--- config.mk ---
export PLATFORM = sky130hd
export DESIGN_NAME = fpAddTop
export DESIGN_NICKNAME = d
export VERILOG_FILES = /design/src/rtl/fpFormatPkg.sv /design/src/rtl/fpStagePkg.sv /design/src/rtl/operandUnpack.sv /design/src/rtl/mantissaAlign.sv /design/src/rtl/mantissaAdder.sv /design/src/rtl/normalizeRound.sv /design/src/rtl/pipeCtrl.sv /design/src/rtl/fpAddTop.sv
export SDC_FILE = /design/constraint.sdc
export NUM_CORES = 1
export LEC_CHECK = 0
export BUFFER_PORTS_ARGS = -buffer_cell sky130_fd_sc_hd__buf_2
export CORE_ASPECT_RATIO = 1.5
export CORE_MARGIN = 5
export CORE_UTILIZATION = 55
export DETAILED_ROUTE_END_ITERATION = 10
export MAX_ROUTING_LAYER = met4
export PLACE_DENSITY = 0.76
export REMOVE_ABC_BUFFERS = 1
export SLEW_MARGIN = 10
export SYNTH_ARGS = -nofsm -noshare
export SYNTH_HDL_FRONTEND = slang
export SYNTH_SLANG_ARGS = --single-unit
--- constraint.sdc ---
create_clock -name clk -period 14.9 [get_ports clk]
set_input_delay 2.98 -clock clk [delete_from_list [all_inputs] [get_ports clk]]
set_output_delay 2.98 -clock clk [all_outputs]
set_load 0.01 [all_outputs]
--- src/rtl/fpFormatPkg.sv ---
// Single-precision field widths, vector types and the operand pair shared by the adder and bench
package fpFormatPkg;

    localparam int EXP_W = 8;
    localparam int FRAC_W = 23;
    // Hidden bit plus stored fraction
    localparam int SIG_W = FRAC_W + 1;
    // Guard, round and sticky below the significand
    localparam int EXT_W = SIG_W + 3;
    localparam int SHIFT_W = 5;
    // Largest alignment shift kept; anything further lands wholly in sticky
    localparam int MAX_ALIGN = 26;

    typedef logic [EXP_W+FRAC_W:0] fpWord;
    typedef logic [EXP_W-1:0] expField;
    typedef logic [FRAC_W-1:0] fracField;
    typedef logic [SIG_W-1:0] sigVec;
    typedef logic [EXT_W-1:0] extSig;
    typedef logic [SHIFT_W-1:0] shiftCount;

    localparam expField EXP_INF = 8'hFF;

    // Operands as presented on the request port
    typedef struct packed {
        fpWord opA;
        fpWord opB;
        logic subtract;
    } opPair;

endpackage

--- src/rtl/fpStagePkg.sv ---
// Stage-to-stage register contents of the floating point adder pipeline
package fpStagePkg;

    // Unpack stage result, operands ordered by magnitude
    typedef struct packed {
        logic largeSign;
        logic effSub;
        fpFormatPkg::expField largeExp;
        fpFormatPkg::sigVec largeSig;
        fpFormatPkg::sigVec smallSig;
        fpFormatPkg::shiftCount expDiff;
        logic smallZero;
    } unpackedOps;

    // Both significands on a common exponent
    typedef struct packed {
        logic sign;
        logic effSub;
        fpFormatPkg::expField exponent;
        fpFormatPkg::extSig largeExt;
        fpFormatPkg::extSig smallExt;
    } alignedOps;

    // Raw sum before normalization
    typedef struct packed {
        logic alignedSign;
        fpFormatPkg::expField exponentOut;
        fpFormatPkg::sigVec alignedResult;
        logic carryOut;
        logic guardBit;
        logic roundBit;
        logic stickyBit;
    } sumResult;

endpackage

--- src/rtl/operandUnpack.sv ---
// First adder stage: splits both operands, applies subtract and orders them by magnitude
`timescale 1ns/1ps

module operandUnpack (
    input  logic clk,
    input  logic rst,
    input  logic load,
    input  fpFormatPkg::opPair ops,
    output fpStagePkg::unpackedOps stageOut
);
    logic signA;
    logic signB;
    logic aLarger;
    fpFormatPkg::expField expA;
    fpFormatPkg::expField expB;
    fpFormatPkg::sigVec sigA;
    fpFormatPkg::sigVec sigB;
    fpFormatPkg::expField rawDiff;
    fpStagePkg::unpackedOps stageNext;

    always_comb
    begin
        signA = ops.opA[31];
        // Subtraction flips the second sign
        signB = ops.opB[31] ^ ops.subtract;
        expA = ops.opA[30:23];
        expB = ops.opB[30:23];
        // Denormals read as zero
        sigA = (expA == '0) ? '0 : {1'b1, ops.opA[22:0]};
        sigB = (expB == '0) ? '0 : {1'b1, ops.opB[22:0]};

        // Exponent first, fraction breaks ties
        aLarger = {expA, sigA} >= {expB, sigB};

        stageNext.effSub = signA ^ signB;
        stageNext.largeSign = aLarger ? signA : signB;
        stageNext.largeExp = aLarger ? expA : expB;
        stageNext.largeSig = aLarger ? sigA : sigB;
        stageNext.smallSig = aLarger ? sigB : sigA;
        stageNext.smallZero = aLarger ? (expB == '0) : (expA == '0);

        rawDiff = aLarger ? (expA - expB) : (expB - expA);
        if (rawDiff > fpFormatPkg::expField'(fpFormatPkg::MAX_ALIGN))
            stageNext.expDiff = fpFormatPkg::shiftCount'(fpFormatPkg::MAX_ALIGN);
        else
            stageNext.expDiff = rawDiff[fpFormatPkg::SHIFT_W-1:0];
    end

    always_ff @(posedge clk)
    begin
        if (rst)
            stageOut <= '0;
        else if (load)
            stageOut <= stageNext;
    end

endmodule

--- src/rtl/mantissaAlign.sv ---
// Second adder stage: right-shifts the smaller significand and gathers guard, round and sticky
`timescale 1ns/1ps

module mantissaAlign (
    input  logic clk,
    input  logic rst,
    input  logic load,
    input  fpStagePkg::unpackedOps stageIn,
    output fpStagePkg::alignedOps stageOut
);
    localparam int WIDE_W = fpFormatPkg::SIG_W + fpFormatPkg::MAX_ALIGN;

    logic [WIDE_W-1:0] shiftWide;
    logic stickyOut;
    fpStagePkg::alignedOps stageNext;

    always_comb
    begin
        // Room below the significand for the full saturated shift
        shiftWide = {stageIn.smallSig, {fpFormatPkg::MAX_ALIGN{1'b0}}} >> stageIn.expDiff;

        // Everything under the round position collapses into sticky
        stickyOut = |shiftWide[WIDE_W-fpFormatPkg::EXT_W:0];

        stageNext.sign = stageIn.largeSign;
        stageNext.effSub = stageIn.effSub;
        stageNext.exponent = stageIn.largeExp;
        stageNext.largeExt = {stageIn.largeSig, 3'b000};

        if (stageIn.smallZero)
            stageNext.smallExt = '0;
        else
            stageNext.smallExt = {shiftWide[WIDE_W-1 -: fpFormatPkg::EXT_W-1], stickyOut};
    end

    always_ff @(posedge clk)
    begin
        if (rst)
            stageOut <= '0;
        else if (load)
            stageOut <= stageNext;
    end

endmodule

--- src/rtl/mantissaAdder.sv ---
// Third adder stage: adds or subtracts the aligned significands and splits the raw sum
`timescale 1ns/1ps

module mantissaAdder (
    input  logic clk,
    input  logic rst,
    input  logic load,
    input  fpStagePkg::alignedOps stageIn,
    output fpStagePkg::sumResult stageOut
);
    logic [fpFormatPkg::EXT_W:0] sumWide;
    fpStagePkg::sumResult stageNext;

    always_comb
    begin
        // Larger magnitude is always on the left, so no negative difference
        if (stageIn.effSub)
            sumWide = {1'b0, stageIn.largeExt} - {1'b0, stageIn.smallExt};
        else
            sumWide = {1'b0, stageIn.largeExt} + {1'b0, stageIn.smallExt};

        stageNext.alignedSign = stageIn.sign;
        stageNext.exponentOut = stageIn.exponent;
        stageNext.carryOut = sumWide[fpFormatPkg::EXT_W];
        stageNext.alignedResult = sumWide[fpFormatPkg::EXT_W-1:3];
        stageNext.guardBit = sumWide[2];
        stageNext.roundBit = sumWide[1];
        stageNext.stickyBit = sumWide[0];
    end

    always_ff @(posedge clk)
    begin
        if (rst)
            stageOut <= '0;
        else if (load)
            stageOut <= stageNext;
    end

endmodule

--- src/rtl/normalizeRound.sv ---
// Fourth adder stage: renormalizes the raw sum, rounds to nearest even and packs the result
`timescale 1ns/1ps

module normalizeRound (
    input  logic clk,
    input  logic rst,
    input  logic load,
    input  fpStagePkg::sumResult stageIn,
    output fpFormatPkg::fpWord result
);
    localparam int WORK_W = fpFormatPkg::SIG_W + 2;

    logic [WORK_W-1:0] workSig;
    logic [WORK_W-1:0] shiftedWork;
    fpFormatPkg::shiftCount leadCount;
    fpFormatPkg::sigVec normSig;
    logic guardN;
    logic roundN;
    logic stickyN;
    logic roundUp;
    logic [fpFormatPkg::SIG_W:0] roundedSig;
    fpFormatPkg::sigVec finalSig;
    logic [fpFormatPkg::EXP_W+1:0] normExp;
    logic [fpFormatPkg::EXP_W+1:0] finalExp;
    logic isZero;
    logic underflow;
    fpFormatPkg::fpWord packedWord;

    // Leading zeros of significand plus guard and round
    function automatic fpFormatPkg::shiftCount leadZeros(input logic [WORK_W-1:0] value);
        fpFormatPkg::shiftCount count;
        count = fpFormatPkg::shiftCount'(WORK_W);
        for (int i = 0; i < WORK_W; i++)
            if (value[i])
                count = fpFormatPkg::shiftCount'(WORK_W - 1 - i);
        return count;
    endfunction

    always_comb
    begin
        workSig = {stageIn.alignedResult, stageIn.guardBit, stageIn.roundBit};
        leadCount = leadZeros(workSig);
        shiftedWork = workSig << leadCount;
        isZero = !stageIn.carryOut && (workSig == '0) && !stageIn.stickyBit;

        if (stageIn.carryOut)
        begin
            // Carry out of the adder, drop one bit into guard
            normSig = {1'b1, stageIn.alignedResult[fpFormatPkg::SIG_W-1:1]};
            guardN = stageIn.alignedResult[0];
            roundN = stageIn.guardBit;
            stickyN = stageIn.roundBit | stageIn.stickyBit;
            normExp = {2'b00, stageIn.exponentOut} + 1'b1;
        end
        else
        begin
            // Guard and round come in first, then zeros
            normSig = shiftedWork[WORK_W-1:2];
            guardN = shiftedWork[1];
            roundN = shiftedWork[0];
            stickyN = stageIn.stickyBit;
            normExp = {2'b00, stageIn.exponentOut} - {5'b00000, leadCount};
        end

        underflow = normExp[fpFormatPkg::EXP_W+1] || (normExp == '0);

        // Nearest even
        roundUp = guardN & (roundN | stickyN | normSig[0]);
        roundedSig = {1'b0, normSig} + roundUp;
        if (roundedSig[fpFormatPkg::SIG_W])
        begin
            finalSig = roundedSig[fpFormatPkg::SIG_W:1];
            finalExp = normExp + 1'b1;
        end
        else
        begin
            finalSig = roundedSig[fpFormatPkg::SIG_W-1:0];
            finalExp = normExp;
        end

        if (isZero)
            packedWord = '0;
        else if (underflow)
            packedWord = {stageIn.alignedSign, {(fpFormatPkg::EXP_W+fpFormatPkg::FRAC_W){1'b0}}};
        else if (finalExp >= {2'b00, fpFormatPkg::EXP_INF})
            packedWord = {stageIn.alignedSign, fpFormatPkg::EXP_INF, fpFormatPkg::fracField'(0)};
        else
            packedWord = {stageIn.alignedSign, finalExp[fpFormatPkg::EXP_W-1:0],
                          finalSig[fpFormatPkg::FRAC_W-1:0]};
    end

    always_ff @(posedge clk)
    begin
        if (rst)
            result <= '0;
        else if (load)
            result <= packedWord;
    end

endmodule

--- src/rtl/pipeCtrl.sv ---
// Pipeline controller: stage valid bits, load enables and both four-phase req/ack handshakes
`timescale 1ns/1ps

module pipeCtrl (
    input  logic clk,
    input  logic rst,
    input  logic inReq,
    output logic inAck,
    output logic outReq,
    input  logic outAck,
    output logic load1,
    output logic load2,
    output logic load3,
    output logic load4
);
    typedef enum logic [1:0] {
        outIdle,
        outWait,
        outRelease
    } outPhase;

    outPhase outState;
    logic valid1;
    logic valid2;
    logic valid3;
    logic valid4;
    logic drain4;

    // Sink has taken the result in stage four
    assign drain4 = (outState == outWait) && outAck;

    // Stall ripples back from the oldest stage
    assign load4 = valid3 && (!valid4 || drain4);
    assign load3 = valid2 && (!valid3 || load4);
    assign load2 = valid1 && (!valid2 || load3);
    assign load1 = inReq && !inAck && (!valid1 || load2);

    assign outReq = (outState == outWait);

    always_ff @(posedge clk)
    begin
        if (rst)
        begin
            valid1 <= 1'b0;
            valid2 <= 1'b0;
            valid3 <= 1'b0;
            valid4 <= 1'b0;
        end
        else
        begin
            valid1 <= load1 || (valid1 && !load2);
            valid2 <= load2 || (valid2 && !load3);
            valid3 <= load3 || (valid3 && !load4);
            valid4 <= load4 || (valid4 && !drain4);
        end
    end

    // Input side acknowledge
    always_ff @(posedge clk)
    begin
        if (rst)
            inAck <= 1'b0;
        else if (load1)
            inAck <= 1'b1;
        else if (inAck && !inReq)
            inAck <= 1'b0;
    end

    always_ff @(posedge clk)
    begin
        if (rst)
            outState <= outIdle;
        else
        begin
            case (outState)
                outIdle:
                    if (!outAck && (valid4 || load4))
                        outState <= outWait;
                outWait:
                    if (outAck)
                        outState <= outRelease;
                outRelease:
                    if (!outAck)
                        outState <= outIdle;
                default:
                    outState <= outIdle;
            endcase
        end
    end

endmodule

--- src/rtl/fpAddTop.sv ---
// Pipelined single-precision adder/subtractor with four-phase request and result ports
`timescale 1ns/1ps

module fpAddTop (
    input  logic clk,
    input  logic rst,
    input  logic inReq,
    output logic inAck,
    input  fpFormatPkg::opPair ops,
    output logic outReq,
    input  logic outAck,
    output fpFormatPkg::fpWord result
);
    logic load1;
    logic load2;
    logic load3;
    logic load4;
    fpStagePkg::unpackedOps stage1;
    fpStagePkg::alignedOps stage2;
    fpStagePkg::sumResult stage3;

    pipeCtrl uCtrl (
        .clk(clk),
        .rst(rst),
        .inReq(inReq),
        .inAck(inAck),
        .outReq(outReq),
        .outAck(outAck),
        .load1(load1),
        .load2(load2),
        .load3(load3),
        .load4(load4)
    );

    operandUnpack uUnpack (
        .clk(clk),
        .rst(rst),
        .load(load1),
        .ops(ops),
        .stageOut(stage1)
    );

    mantissaAlign uAlign (
        .clk(clk),
        .rst(rst),
        .load(load2),
        .stageIn(stage1),
        .stageOut(stage2)
    );

    mantissaAdder uAdder (
        .clk(clk),
        .rst(rst),
        .load(load3),
        .stageIn(stage2),
        .stageOut(stage3)
    );

    normalizeRound uNormalize (
        .clk(clk),
        .rst(rst),
        .load(load4),
        .stageIn(stage3),
        .result(result)
    );

endmodule

==> run_results.csv, run 1 <==
group,metric,value,unit
worst_setup_path,required,15.26,ns
timing,clock_skew,0.01704,ns
grt,grt_pass1_wl,76050,µm
synth,ys_warn_count,0,
outcome,outcome,"completed",
synth,synth_area_leader_cell,"dfxtp_1",
power_and_ir_drop,power_density,97.03,nW/µm²
timing,fmax,126.3,MHz
synth,synth_common_cells,"242 x nor2_1, 241 x nand2_1, 201 x dfxtp_1",
cts,clockBufferDepth,3,
cts,cts_tree,"built",
cts,cts_root_buf,"clkbuf_16",
routing,drc,0,
routing,dr.pass1.iters,6,
synth,synth_seq_cells,201,
timing,hold_slack,0.4437,ns
power_and_ir_drop,switchingPower,608.8,µW
synth,synth_most_common_cell,"nor2_1",
die,core_area,28720,µm²
worst_setup_path,worst_ep_arrival_time,8.28,ns
synth,synth-edff-count,0,
synth,synthesis.area,15950,µm²
synth,yosysSeqAreaShare,25.22,%
cts,cts_setup_buffers,0,
worst_setup_path,reg2reg_depth,14,
routing,vias,15520,
worst_setup_path,worst-path-max-fanout,27,
synth,synth_cells,2124,
routing,wl_per_cell,18.83,µm
job,max_cap_viol_count,0,
die,start_util,55.56,%
routing,ant_nets,0,
power_and_ir_drop,peakVddDrop,0.07726,mV
grt,grt_max_degree,99,
placed_design,gp_congestion,1.004,
timing,fin_crit,7.918,ns
timing,fin_setup_tns,0,ns
cts,clk_latency,0.52,ns
min_path,hp-class,"register to register",
cts,numCtsBuffers,21,
power_and_ir_drop,seqPwrFrac,35.0,%
min_path,hold_depth,2,
placed_design,io_buffer_count,102,
routing,via_per_inst,6.144,
grt,grt_overflow,0,
die,die_area,32580,µm²
timing,finalCritPeriodShare,53.14,%
die,die-width,149.1,µm
synth,synth_top_cell_area_share,25.22,%
grt,antenna_found_initial,0,
cells_and_area,fillers,2761,
worst_setup_path,cp-end-kind,"register",
placed_design,dp_hpwl,36860,µm
cts,clkTransAtPathRegs,0.06,ns
die,pin_count,103,
synth,synth_top_flop_cell,"dfxtp_1",
placed_design,pre_cts_slack,6.480,ns
grt,grt_pass1_vias,15160,
power_and_ir_drop,p_leak,6.812,nW
power_and_ir_drop,combPwrFrac,34.7,%
timing,rsz0062_at_grt,"false",
synth,syn_area_per_cell,7.511,µm²
die,std_cell_rows,76,
placed_design,placed_cell_area,16550,µm²
worst_setup_path,setup.worst_path.start_class,"input pin",
synth,ys_async_sr_fraction,0,%
timing,setup_ws,6.982,ns
cells_and_area,drive_above_1_share,10.96,%
cells_and_area,diodes,0,
cells_and_area,area_growth,7.795,%
timing,hold_viol,0,
cells_and_area,final_nets,2295,
routing,wl,47560,µm
routing,first_iter_violations,1126,
cells_and_area,finish.instance_area,17200,µm²
cts,cts_sinks,201,
cts,htreeDepth,1,
cts,cts_resized,0,
timing,relSlewSlack,25.83,%
worst_setup_path,crit_type,"input pin to register",
grt,grt_util_all_layers,29.18,%
die,die_y,218.6,µm
power_and_ir_drop,switching_share,36.48,%
synth,synthTopCellsByArea,"dfxtp_1 25%, ha_1 7.7%, a21oi_1 5.7%",
timing,setup_viol,0,
power_and_ir_drop,p_clk_share,30.3,%
cts,ctsHoldBuffers,0,
synth,synth_cell_type_count,101,
cells_and_area,final_util,59.89,%
timing,tightest_slew,1.111,ns
timing,drv_slew,0,
power_and_ir_drop,p_int,1.060,mW
==> cells by family after synthesis <==
| logic type | Yosys count | synth area share [%] |
|---|---|---|
| AOI/OAI and AO/OA | 599 | 25.73 |
| xor gates and xnor gates | 60 | 3.294 |
| adders and majority gates | 102 | 8.188 |
| buffers and inverters | 239 | 6.031 |
| DFF | 201 | 25.22 |
| muxes | 108 | 7.090 |
| and+or+nand+nor | 815 | 24.45 |
==> path summary, 6_finish.rpt <==
check                     endpoint  slack [ns]             startpoint
max            uUnpack.stageOut[4]        6.98                ops[56]
min          uNormalize.result[12]        0.44  uNormalize.result[12]
max reg2reg  uNormalize.result[15]        8.55    uAdder.stageOut[27]
min reg2reg  uNormalize.result[12]        0.44  uNormalize.result[12]
==> registers in the layout, indices dropped and copies added (netlist names) <==
| signal | flops |
|---|---|
| uCtrl.valid1 | 1 |
| uAlign.stageOut | 61 |
| uNormalize.result | 32 |
| uCtrl.outState | 2 |
| uCtrl.valid4 | 1 |
| uCtrl.valid3 | 1 |
| uCtrl.inAck | 1 |
| uUnpack.stageOut | 64 |
| uAdder.stageOut | 37 |
| uCtrl.valid2 | 1 |
==> placed cells by master, fill, tap and decap left out, types with 23 or more instances in the layout <==
master	netlist	final
xnor2_1	42	42
o21ai_0	75	75
a21o_1	23	23
buf_2	16	101
a211oi_1	68	68
nand2_1	241	240
buf_4	1	24
nand3_1	41	41
nor2_1	242	241
ha_1	98	98
dfxtp_1	201	201
nand2b_1	24	24
and2_1	38	38
nor2b_1	42	41
a21oi_1	182	182
nor3_1	77	77
mux2i_1	83	83
a311oi_1	28	28
inv_1	86	86
==> worst max-delay path, cell delays in order <==
cell,delay (ns)
buf_2,0.12
nor4_1,0.34
nand2_1,0.57
and2_1,0.42
ha_1,0.31
a21o_1,0.16
a21o_1,0.18
a21o_1,0.17
a211oi_1,0.26
o21ai_0,0.15
nand4_1,0.11
nand4b_1,0.24
a21boi_4,0.85
mux2_2,0.44
o221ai_1,0.20
xor2_1,0.10
nor3_1,0.47
a221oi_1,0.15
==> metal layers <==
metal	vias to the layer above	track usage, %	part of all wire (%)
met5	-	-	0
met4	0	19.36	7.6
met3	192	2.385	4.2
met2	498	54.01	52
met1	7150	28.78	36
li1	7680	-	-
==> final cells by class <==
cell class | instances | area (µm²) | area share (%)
well taps | 390 | 488.0 | 2.837
inverters | 91 | 344.1 | 2.001
flip-flops and latches | 201 | 4024 | 23.40
multi-input cells | 1684 | 11000 | 63.99
clock inverters | 6 | 66.31 | 0.3856
repair buffers | 125 | 685.7 | 3.987
clock buffers | 29 | 585.6 | 3.405
==> through the flow <==
stage / instances / power [mW]
after global routing: 2526 / 1.751
after detailed placement: 2491 / 1.162
after global placement: 2491 / 1.154
after CTS: 2526 / 1.667
after floorplan: 1976 / 0.9950
final: 2526 / 1.669
==> power groups by stage <==
stage                     Combinational, mW  Sequential [mW]  Clock, mW
after global routing                  0.626            0.587      0.538
after global placement                0.560            0.595          0
after detailed placement              0.567            0.595          0
final                                 0.579            0.584      0.506
after floorplan                       0.401            0.594          0
after CTS                             0.569            0.584      0.514
(Power assumes the default switching activity.)
==> run 2: changes to the inputs <==
PLACE_DENSITY = 0.79   (was 0.76)
clock period = 6.7 ns   (was 14.9 ns; I/O delays follow)
==> run 2 against run 1 <==
Routed wire length rose by 1.3%. Largest cell class unchanged. Critical endpoint is now uNormalize.result[11]. Critical path depth fell by 4. Sequential power rose by 120%. Worst setup slack got worse by 5.9 ns. Largest power group is now combinational logic. Count of clock-buffer cells in the layout fell by 2. Final cell count rose by 1.1%. Register-to-register slack got worse by 7.5 ns. Hold slack got worse by 0.0038 ns. Flip-flop and latch count did not move.
==> run_results.csv, run 2 (synthesis gave the netlist of run 1 again) <==
group,metric,value,unit
outcome,outcome,"completed",
power_and_ir_drop,switchingPower,1.385,mW
power_and_ir_drop,peakVddDrop,0.1680,mV
cells_and_area,final_nets,2319,
placed_design,io_buffer_count,102,
die,std_cell_rows,76,
cts,clkTransAtPathRegs,0.06,ns
cells_and_area,final_util,60.81,%
grt,grt_pass1_vias,15340,
worst_setup_path,cp-end-kind,"register",
die,die_area,32580,µm²
cts,htreeDepth,1,
routing,drc,0,
die,pin_count,103,
timing,setup_ws,1.090,ns
grt,grt_util_all_layers,29.56,%
die,die_y,218.6,µm
worst_setup_path,required,7.10,ns
worst_setup_path,setup.worst_path.start_class,"register",
worst_setup_path,crit_top_cell,"a211oi_1",
timing,finalCritPeriodShare,83.73,%
cts,cts_setup_buffers,0,
routing,ant_nets,0,
timing,fin_crit,5.610,ns
cts,cts_sinks,201,
die,core_area,28720,µm²
power_and_ir_drop,switching_share,36.40,%
cts,cts_resized,0,
routing,vias,15640,
die,start_util,55.56,%
grt,grt_overflow,0,
power_and_ir_drop,combPwrFrac,34.5,%
timing,rsz0062_at_grt,"false",
timing,drv_slew,0,
cells_and_area,reg_top3,"uUnpack.stageOut (64), uAlign.stageOut (61), uAdder.stageOut (37)",
grt,grt_pass1_wl,76890,µm
routing,first_iter_violations,1059,
timing,clock_skew,0.01509,ns
timing,fmax,178.2,MHz
worst_setup_path,crit_slowest_cell,"dfxtp_1",
grt,grt_max_degree,93,
routing,dr.pass1.iters,6,
worst_setup_path,worst-path-max-fanout,15,
cells_and_area,diodes,0,
cts,numCtsBuffers,21,
cts,cts_root_buf,"clkbuf_16",
worst_setup_path,cp_cell_sequence,"or4_4, o32a_1, nand2_1, a211oi_1, nor2_1, a211oi_1, o31ai_1, nor4_4, nand4_4, nor4_2, mux2_4, and3_1, buf_12, a32o_1",
cts,clk_latency,0.53,ns
placed_design,pre_cts_slack,0.6670,ns
cells_and_area,final_cell_mix,"241 x nor2_1, 240 x nand2_1, 201 x dfxtp_1, 182 x a21oi_1, 101 x buf_2",
cts,cts_tree,"built",
power_and_ir_drop,seqPwrFrac,34.2,%
routing,wl_per_cell,18.87,µm
timing,setup_viol,0,
cells_and_area,mostFrequentLayoutCell,"nor2_1",
cells_and_area,area_growth,9.450,%
power_and_ir_drop,p_clk_share,31.3,%
power_and_ir_drop,p_total,3.806,mW
cells_and_area,drive_above_1_share,12.11,%
cells_and_area,largest_reg_flops,64,
routing,wl,48190,µm
timing,fin_setup_tns,0,ns
routing,via_per_inst,6.128,
placed_design,gp_congestion,1.064,
grt,antenna_found_initial,0,
cells_and_area,top_register,"uUnpack.stageOut",
power_and_ir_drop,p_int,2.420,mW
job,max_cap_viol_count,0,
placed_design,dp_hpwl,37610,µm
power_and_ir_drop,power_density,217.9,nW/µm²
worst_setup_path,worst_ep_arrival_time,6.01,ns
power_and_ir_drop,p_leak,6.959,nW
cts,ctsHoldBuffers,0,
timing,relSlewSlack,35.14,%
worst_setup_path,max_stage_delay,0.69,ns
timing,tightest_slew,0.9716,ns
die,die-width,149.1,µm
min_path,hp-class,"register to register",
cts,clockBufferDepth,3,
timing,hold_viol,0,
worst_setup_path,crit_type,"register to register",
run 2: path summary, 6_finish.rpt:
kind | endpoint | start | slack [ns] | cells past startpoint
worst min-delay path | uNormalize.result[8] | uNormalize.result[8] | 0.44 | 2
worst max register to register | uNormalize.result[11] | uAdder.stageOut[26] | 1.09 | 14
worst max-delay path | uNormalize.result[11] | uAdder.stageOut[26] | 1.09 | 14
worst min register to register | uNormalize.result[8] | uNormalize.result[8] | 0.44 | 2
run 2: per-layer routing:
metal,up-vias,share of wire [%],GRT usage [%],routed length [µm]
met1,7210,36,29.11,17550
met4,0,7.6,18.66,3685
met3,190,4.0,2.531,1913
li1,7726,-,-,-
met2,518,52,55.17,25040
met5,-,0,-,0
run 2: power groups by stage:
| stage | logic [mW] | registers (mW) | clock network, mW |
|---|---|---|---|
| after floorplan | 0.891 | 1.32 | 0 |
| after global placement | 1.28 | 1.32 | 0 |
| after detailed placement | 1.29 | 1.32 | 0 |
| after CTS | 1.29 | 1.30 | 1.22 |
| after global routing | 1.42 | 1.31 | 1.26 |
| final | 1.31 | 1.30 | 1.19 |
run 2: cell type report:
type | count | area (µm²)
Fill cell | 2697 | 11260
Multi-Input combinational cell | 1684 | 11010
Clock inverter | 11 | 137.6
Tap cell | 390 | 488.0
Timing Repair Buffer | 149 | 890.9
Clock buffer | 27 | 568.0
Sequential cell | 201 | 4024
Inverter | 91 | 344.1
run 2: critical path: cells and delay by family, from the launching register on:
kind / cells / cell delay, ns
multiplexers: 1 / 0.38
buffers and inverters: 1 / 0.14
flip-flops: 1 / 0.69
AND/OR/NAND/NOR: 7 / 2.13
AO/OA/AOI/OAI: 5 / 2.14
run 2: per-stage QoR:
stage	cells	instance area, µm²	hold slack [ns]
after floorplan	1976	15340	0.4260
after global placement	2515	16750	0.4307
after detailed placement	2515	16750	0.4355
after CTS	2553	17460	0.4440
after global routing	2553	17460	0.4674
final	2553	17460	0.4400
==> run 3: changes to the inputs <==
PLACE_DENSITY = 0.76   (was 0.79)
clock period = 5.7 ns   (was 6.7 ns; I/O delays follow)
==> run 3 against run 2 <==
Utilization increased by 1.1 points. First-iteration DRC count is 5.4% higher. Flip-flop and latch count did not move. Sequential share of layout area down 0.43 points. Critical path type unchanged.
==> run_results.csv, run 3 (synthesis gave the netlist of run 1 again) <==
group,metric,value,unit
routing,via_per_inst,6.119,
timing,setup_viol,0,
timing,fin_setup_tns,0,ns
cells_and_area,final_cell_mix,"241 x nor2_1, 240 x nand2_1, 201 x dfxtp_1, 182 x a21oi_1, 101 x buf_2",
min_path,hold-path-endpoint,"uNormalize.result[0]",
power_and_ir_drop,power_density,252.3,nW/µm²
die,die_y,218.6,µm
timing,tightest_slew,1.184,ns
die,std_cell_rows,76,
min_path,hold_start,"uNormalize.result[0]",
routing,wl,48740,µm
cells_and_area,area_growth,11.51,%
cells_and_area,final_nets,2365,
grt,grt_pass1_wl,77980,µm
worst_setup_path,r2r-start,"uAdder.stageOut[27]",
cells_and_area,finish.instance_area,17790,µm²
power_and_ir_drop,p_total,4.489,mW
cells_and_area,drive_above_1_share,13.81,%
worst_setup_path,required,6.10,ns
outcome,outcome,"completed",
timing,drv_slew,0,
die,core_area,28720,µm²
timing,fin_crit,5.332,ns
timing,hold_viol,0,
cells_and_area,reg_top3,"uUnpack.stageOut (64), uAlign.stageOut (61), uAdder.stageOut (37)",
routing,drc,0,
min_path,hold_depth,2,
placed_design,dp_hpwl,38020,µm
timing,fmax,187.5,MHz
cts,ctsHoldBuffers,0,
cts,cts_tree,"built",
power_and_ir_drop,p_leak,7.169,nW
cells_and_area,largest_reg_flops,64,
cts,clkTransAtPathRegs,0.06,ns
cts,htreeDepth,1,
die,die_area,32580,µm²
job,max_cap_viol_count,0,
cts,clockBufferDepth,3,
timing,rsz0062_at_grt,"false",
routing,vias,15900,
worst_setup_path,reg2reg_depth,19,
cells_and_area,diodes,0,
worst_setup_path,cp-end-kind,"register",
worst_setup_path,crit_type,"register to register",
routing,dr.pass1.iters,7,
grt,grt_overflow,0,
cells_and_area,top_register,"uUnpack.stageOut",
min_path,hp-class,"register to register",
placed_design,placed_cell_area,17120,µm²
cts,cts_setup_buffers,0,
cts,cts_root_buf,"clkbuf_16",
cts,cts_resized,0,
grt,grt_max_degree,97,
grt,grt_util_all_layers,29.91,%
worst_setup_path,worst-path-max-fanout,17,
worst_setup_path,r2r_setup_slack,0.37,ns
timing,relSlewSlack,20.95,%
cells_and_area,mostFrequentLayoutCell,"nor2_1",
routing,ant_nets,0,
cts,clk_latency,0.52,ns
die,pin_count,103,
grt,grt_pass1_vias,15570,
timing,finalCritPeriodShare,93.54,%
timing,clock_skew,0.01630,ns
die,die-width,149.1,µm
worst_setup_path,setup.worst_path.start_class,"register",
worst_setup_path,rr_endpoint,"uNormalize.result[13]",
power_and_ir_drop,peakVddDrop,0.1939,mV
placed_design,io_buffer_count,102,
die,start_util,55.56,%
routing,wl_per_cell,18.75,µm
routing,first_iter_violations,1116,
placed_design,gp_congestion,1.121,
worst_setup_path,worst_ep_arrival_time,5.73,ns
grt,antenna_found_initial,0,
cts,numCtsBuffers,21,
cts,cts_sinks,201,
[run 3: cell types whose count changed in the layout (fill, tap and decap cells not counted), sizes merged]
cell,change
buf,+46
clkbuf,+4
clkinv,-3
bufinv,-1
clkinvlp,+1
inv,-1
[run 3: layout make-up]
| class | instances | area [µm²] |
|---|---|---|
| multi-input cells | 1684 | 11000 |
| fillers | 2713 | 10930 |
| flip-flops and latches | 201 | 4024 |
| repair buffers | 195 | 1261 |
| clock buffers | 31 | 593.1 |
| well taps | 390 | 488.0 |
| inverters | 91 | 344.1 |
| clock inverters | 7 | 76.32 |
[run 3: power breakdown]
part	internal [mW]	total, mW	switching (mW)
logic	0.627	1.62	0.994
registers	1.47	1.52	0.0575
clock network	0.773	1.35	0.573
total	2.86	4.49	1.62
[run 3: worst max-delay path by stage]
stage                         from                     to  slack [ns]  depth (start not counted)
2_1_floorplan              ops[24]    uUnpack.stageOut[4]       -3.68                         17
3_3_place_gp               ops[57]    uUnpack.stageOut[4]        0.27                         19
3_5_place_dp               ops[57]    uUnpack.stageOut[2]        0.17                         19
4_1_cts        uAdder.stageOut[27]  uNormalize.result[13]        0.44                         19
5_1_grt        uAdder.stageOut[27]  uNormalize.result[13]        0.06                         19
6_report       uAdder.stageOut[27]  uNormalize.result[13]        0.37                         19
[run 3: layer usage]
layer / vias up / wire length [µm] / GRT usage (%)
met5: - / 0 / -
met3: 198 / 2090 / 3.464
met2: 522 / 25500 / 55.61
li1: 7803 / - / -
met1: 7379 / 17540 / 28.92
met4: 0 / 3618 / 19.24
[run 3: stage by stage]
step           util [%]  setup slack (ns)  std cells  hold WS (ns)
6_report          61.95            0.3679       2599        0.4433
5_1_grt           61.95           0.06436       2599        0.4661
4_1_cts           61.95            0.4380       2599        0.4465
3_5_place_dp      59.62            0.1679       2561        0.4353
3_3_place_gp      59.62            0.2702       2561        0.4317
2_1_floorplan         -            -3.684       1976        0.4260
[run 3: worst max-delay path, cell delays in order (launching register included)]
cell and delay [ns]:
dfxtp_1 0.48, or4_4 0.66, nor4b_2 0.43, o21ai_1 0.23, nand2_4 0.21, inv_2 0.16
ha_1 0.29, nor2b_1 0.12, o21ai_0 0.14, nand2b_1 0.10, and2_1 0.18, o21ai_0 0.24
nand2_1 0.09, o31ai_1 0.25, xnor2_1 0.24, or3_1 0.45, nor3_1 0.21, o22ai_2 0.12
and3_1 0.32, a32o_1 0.30
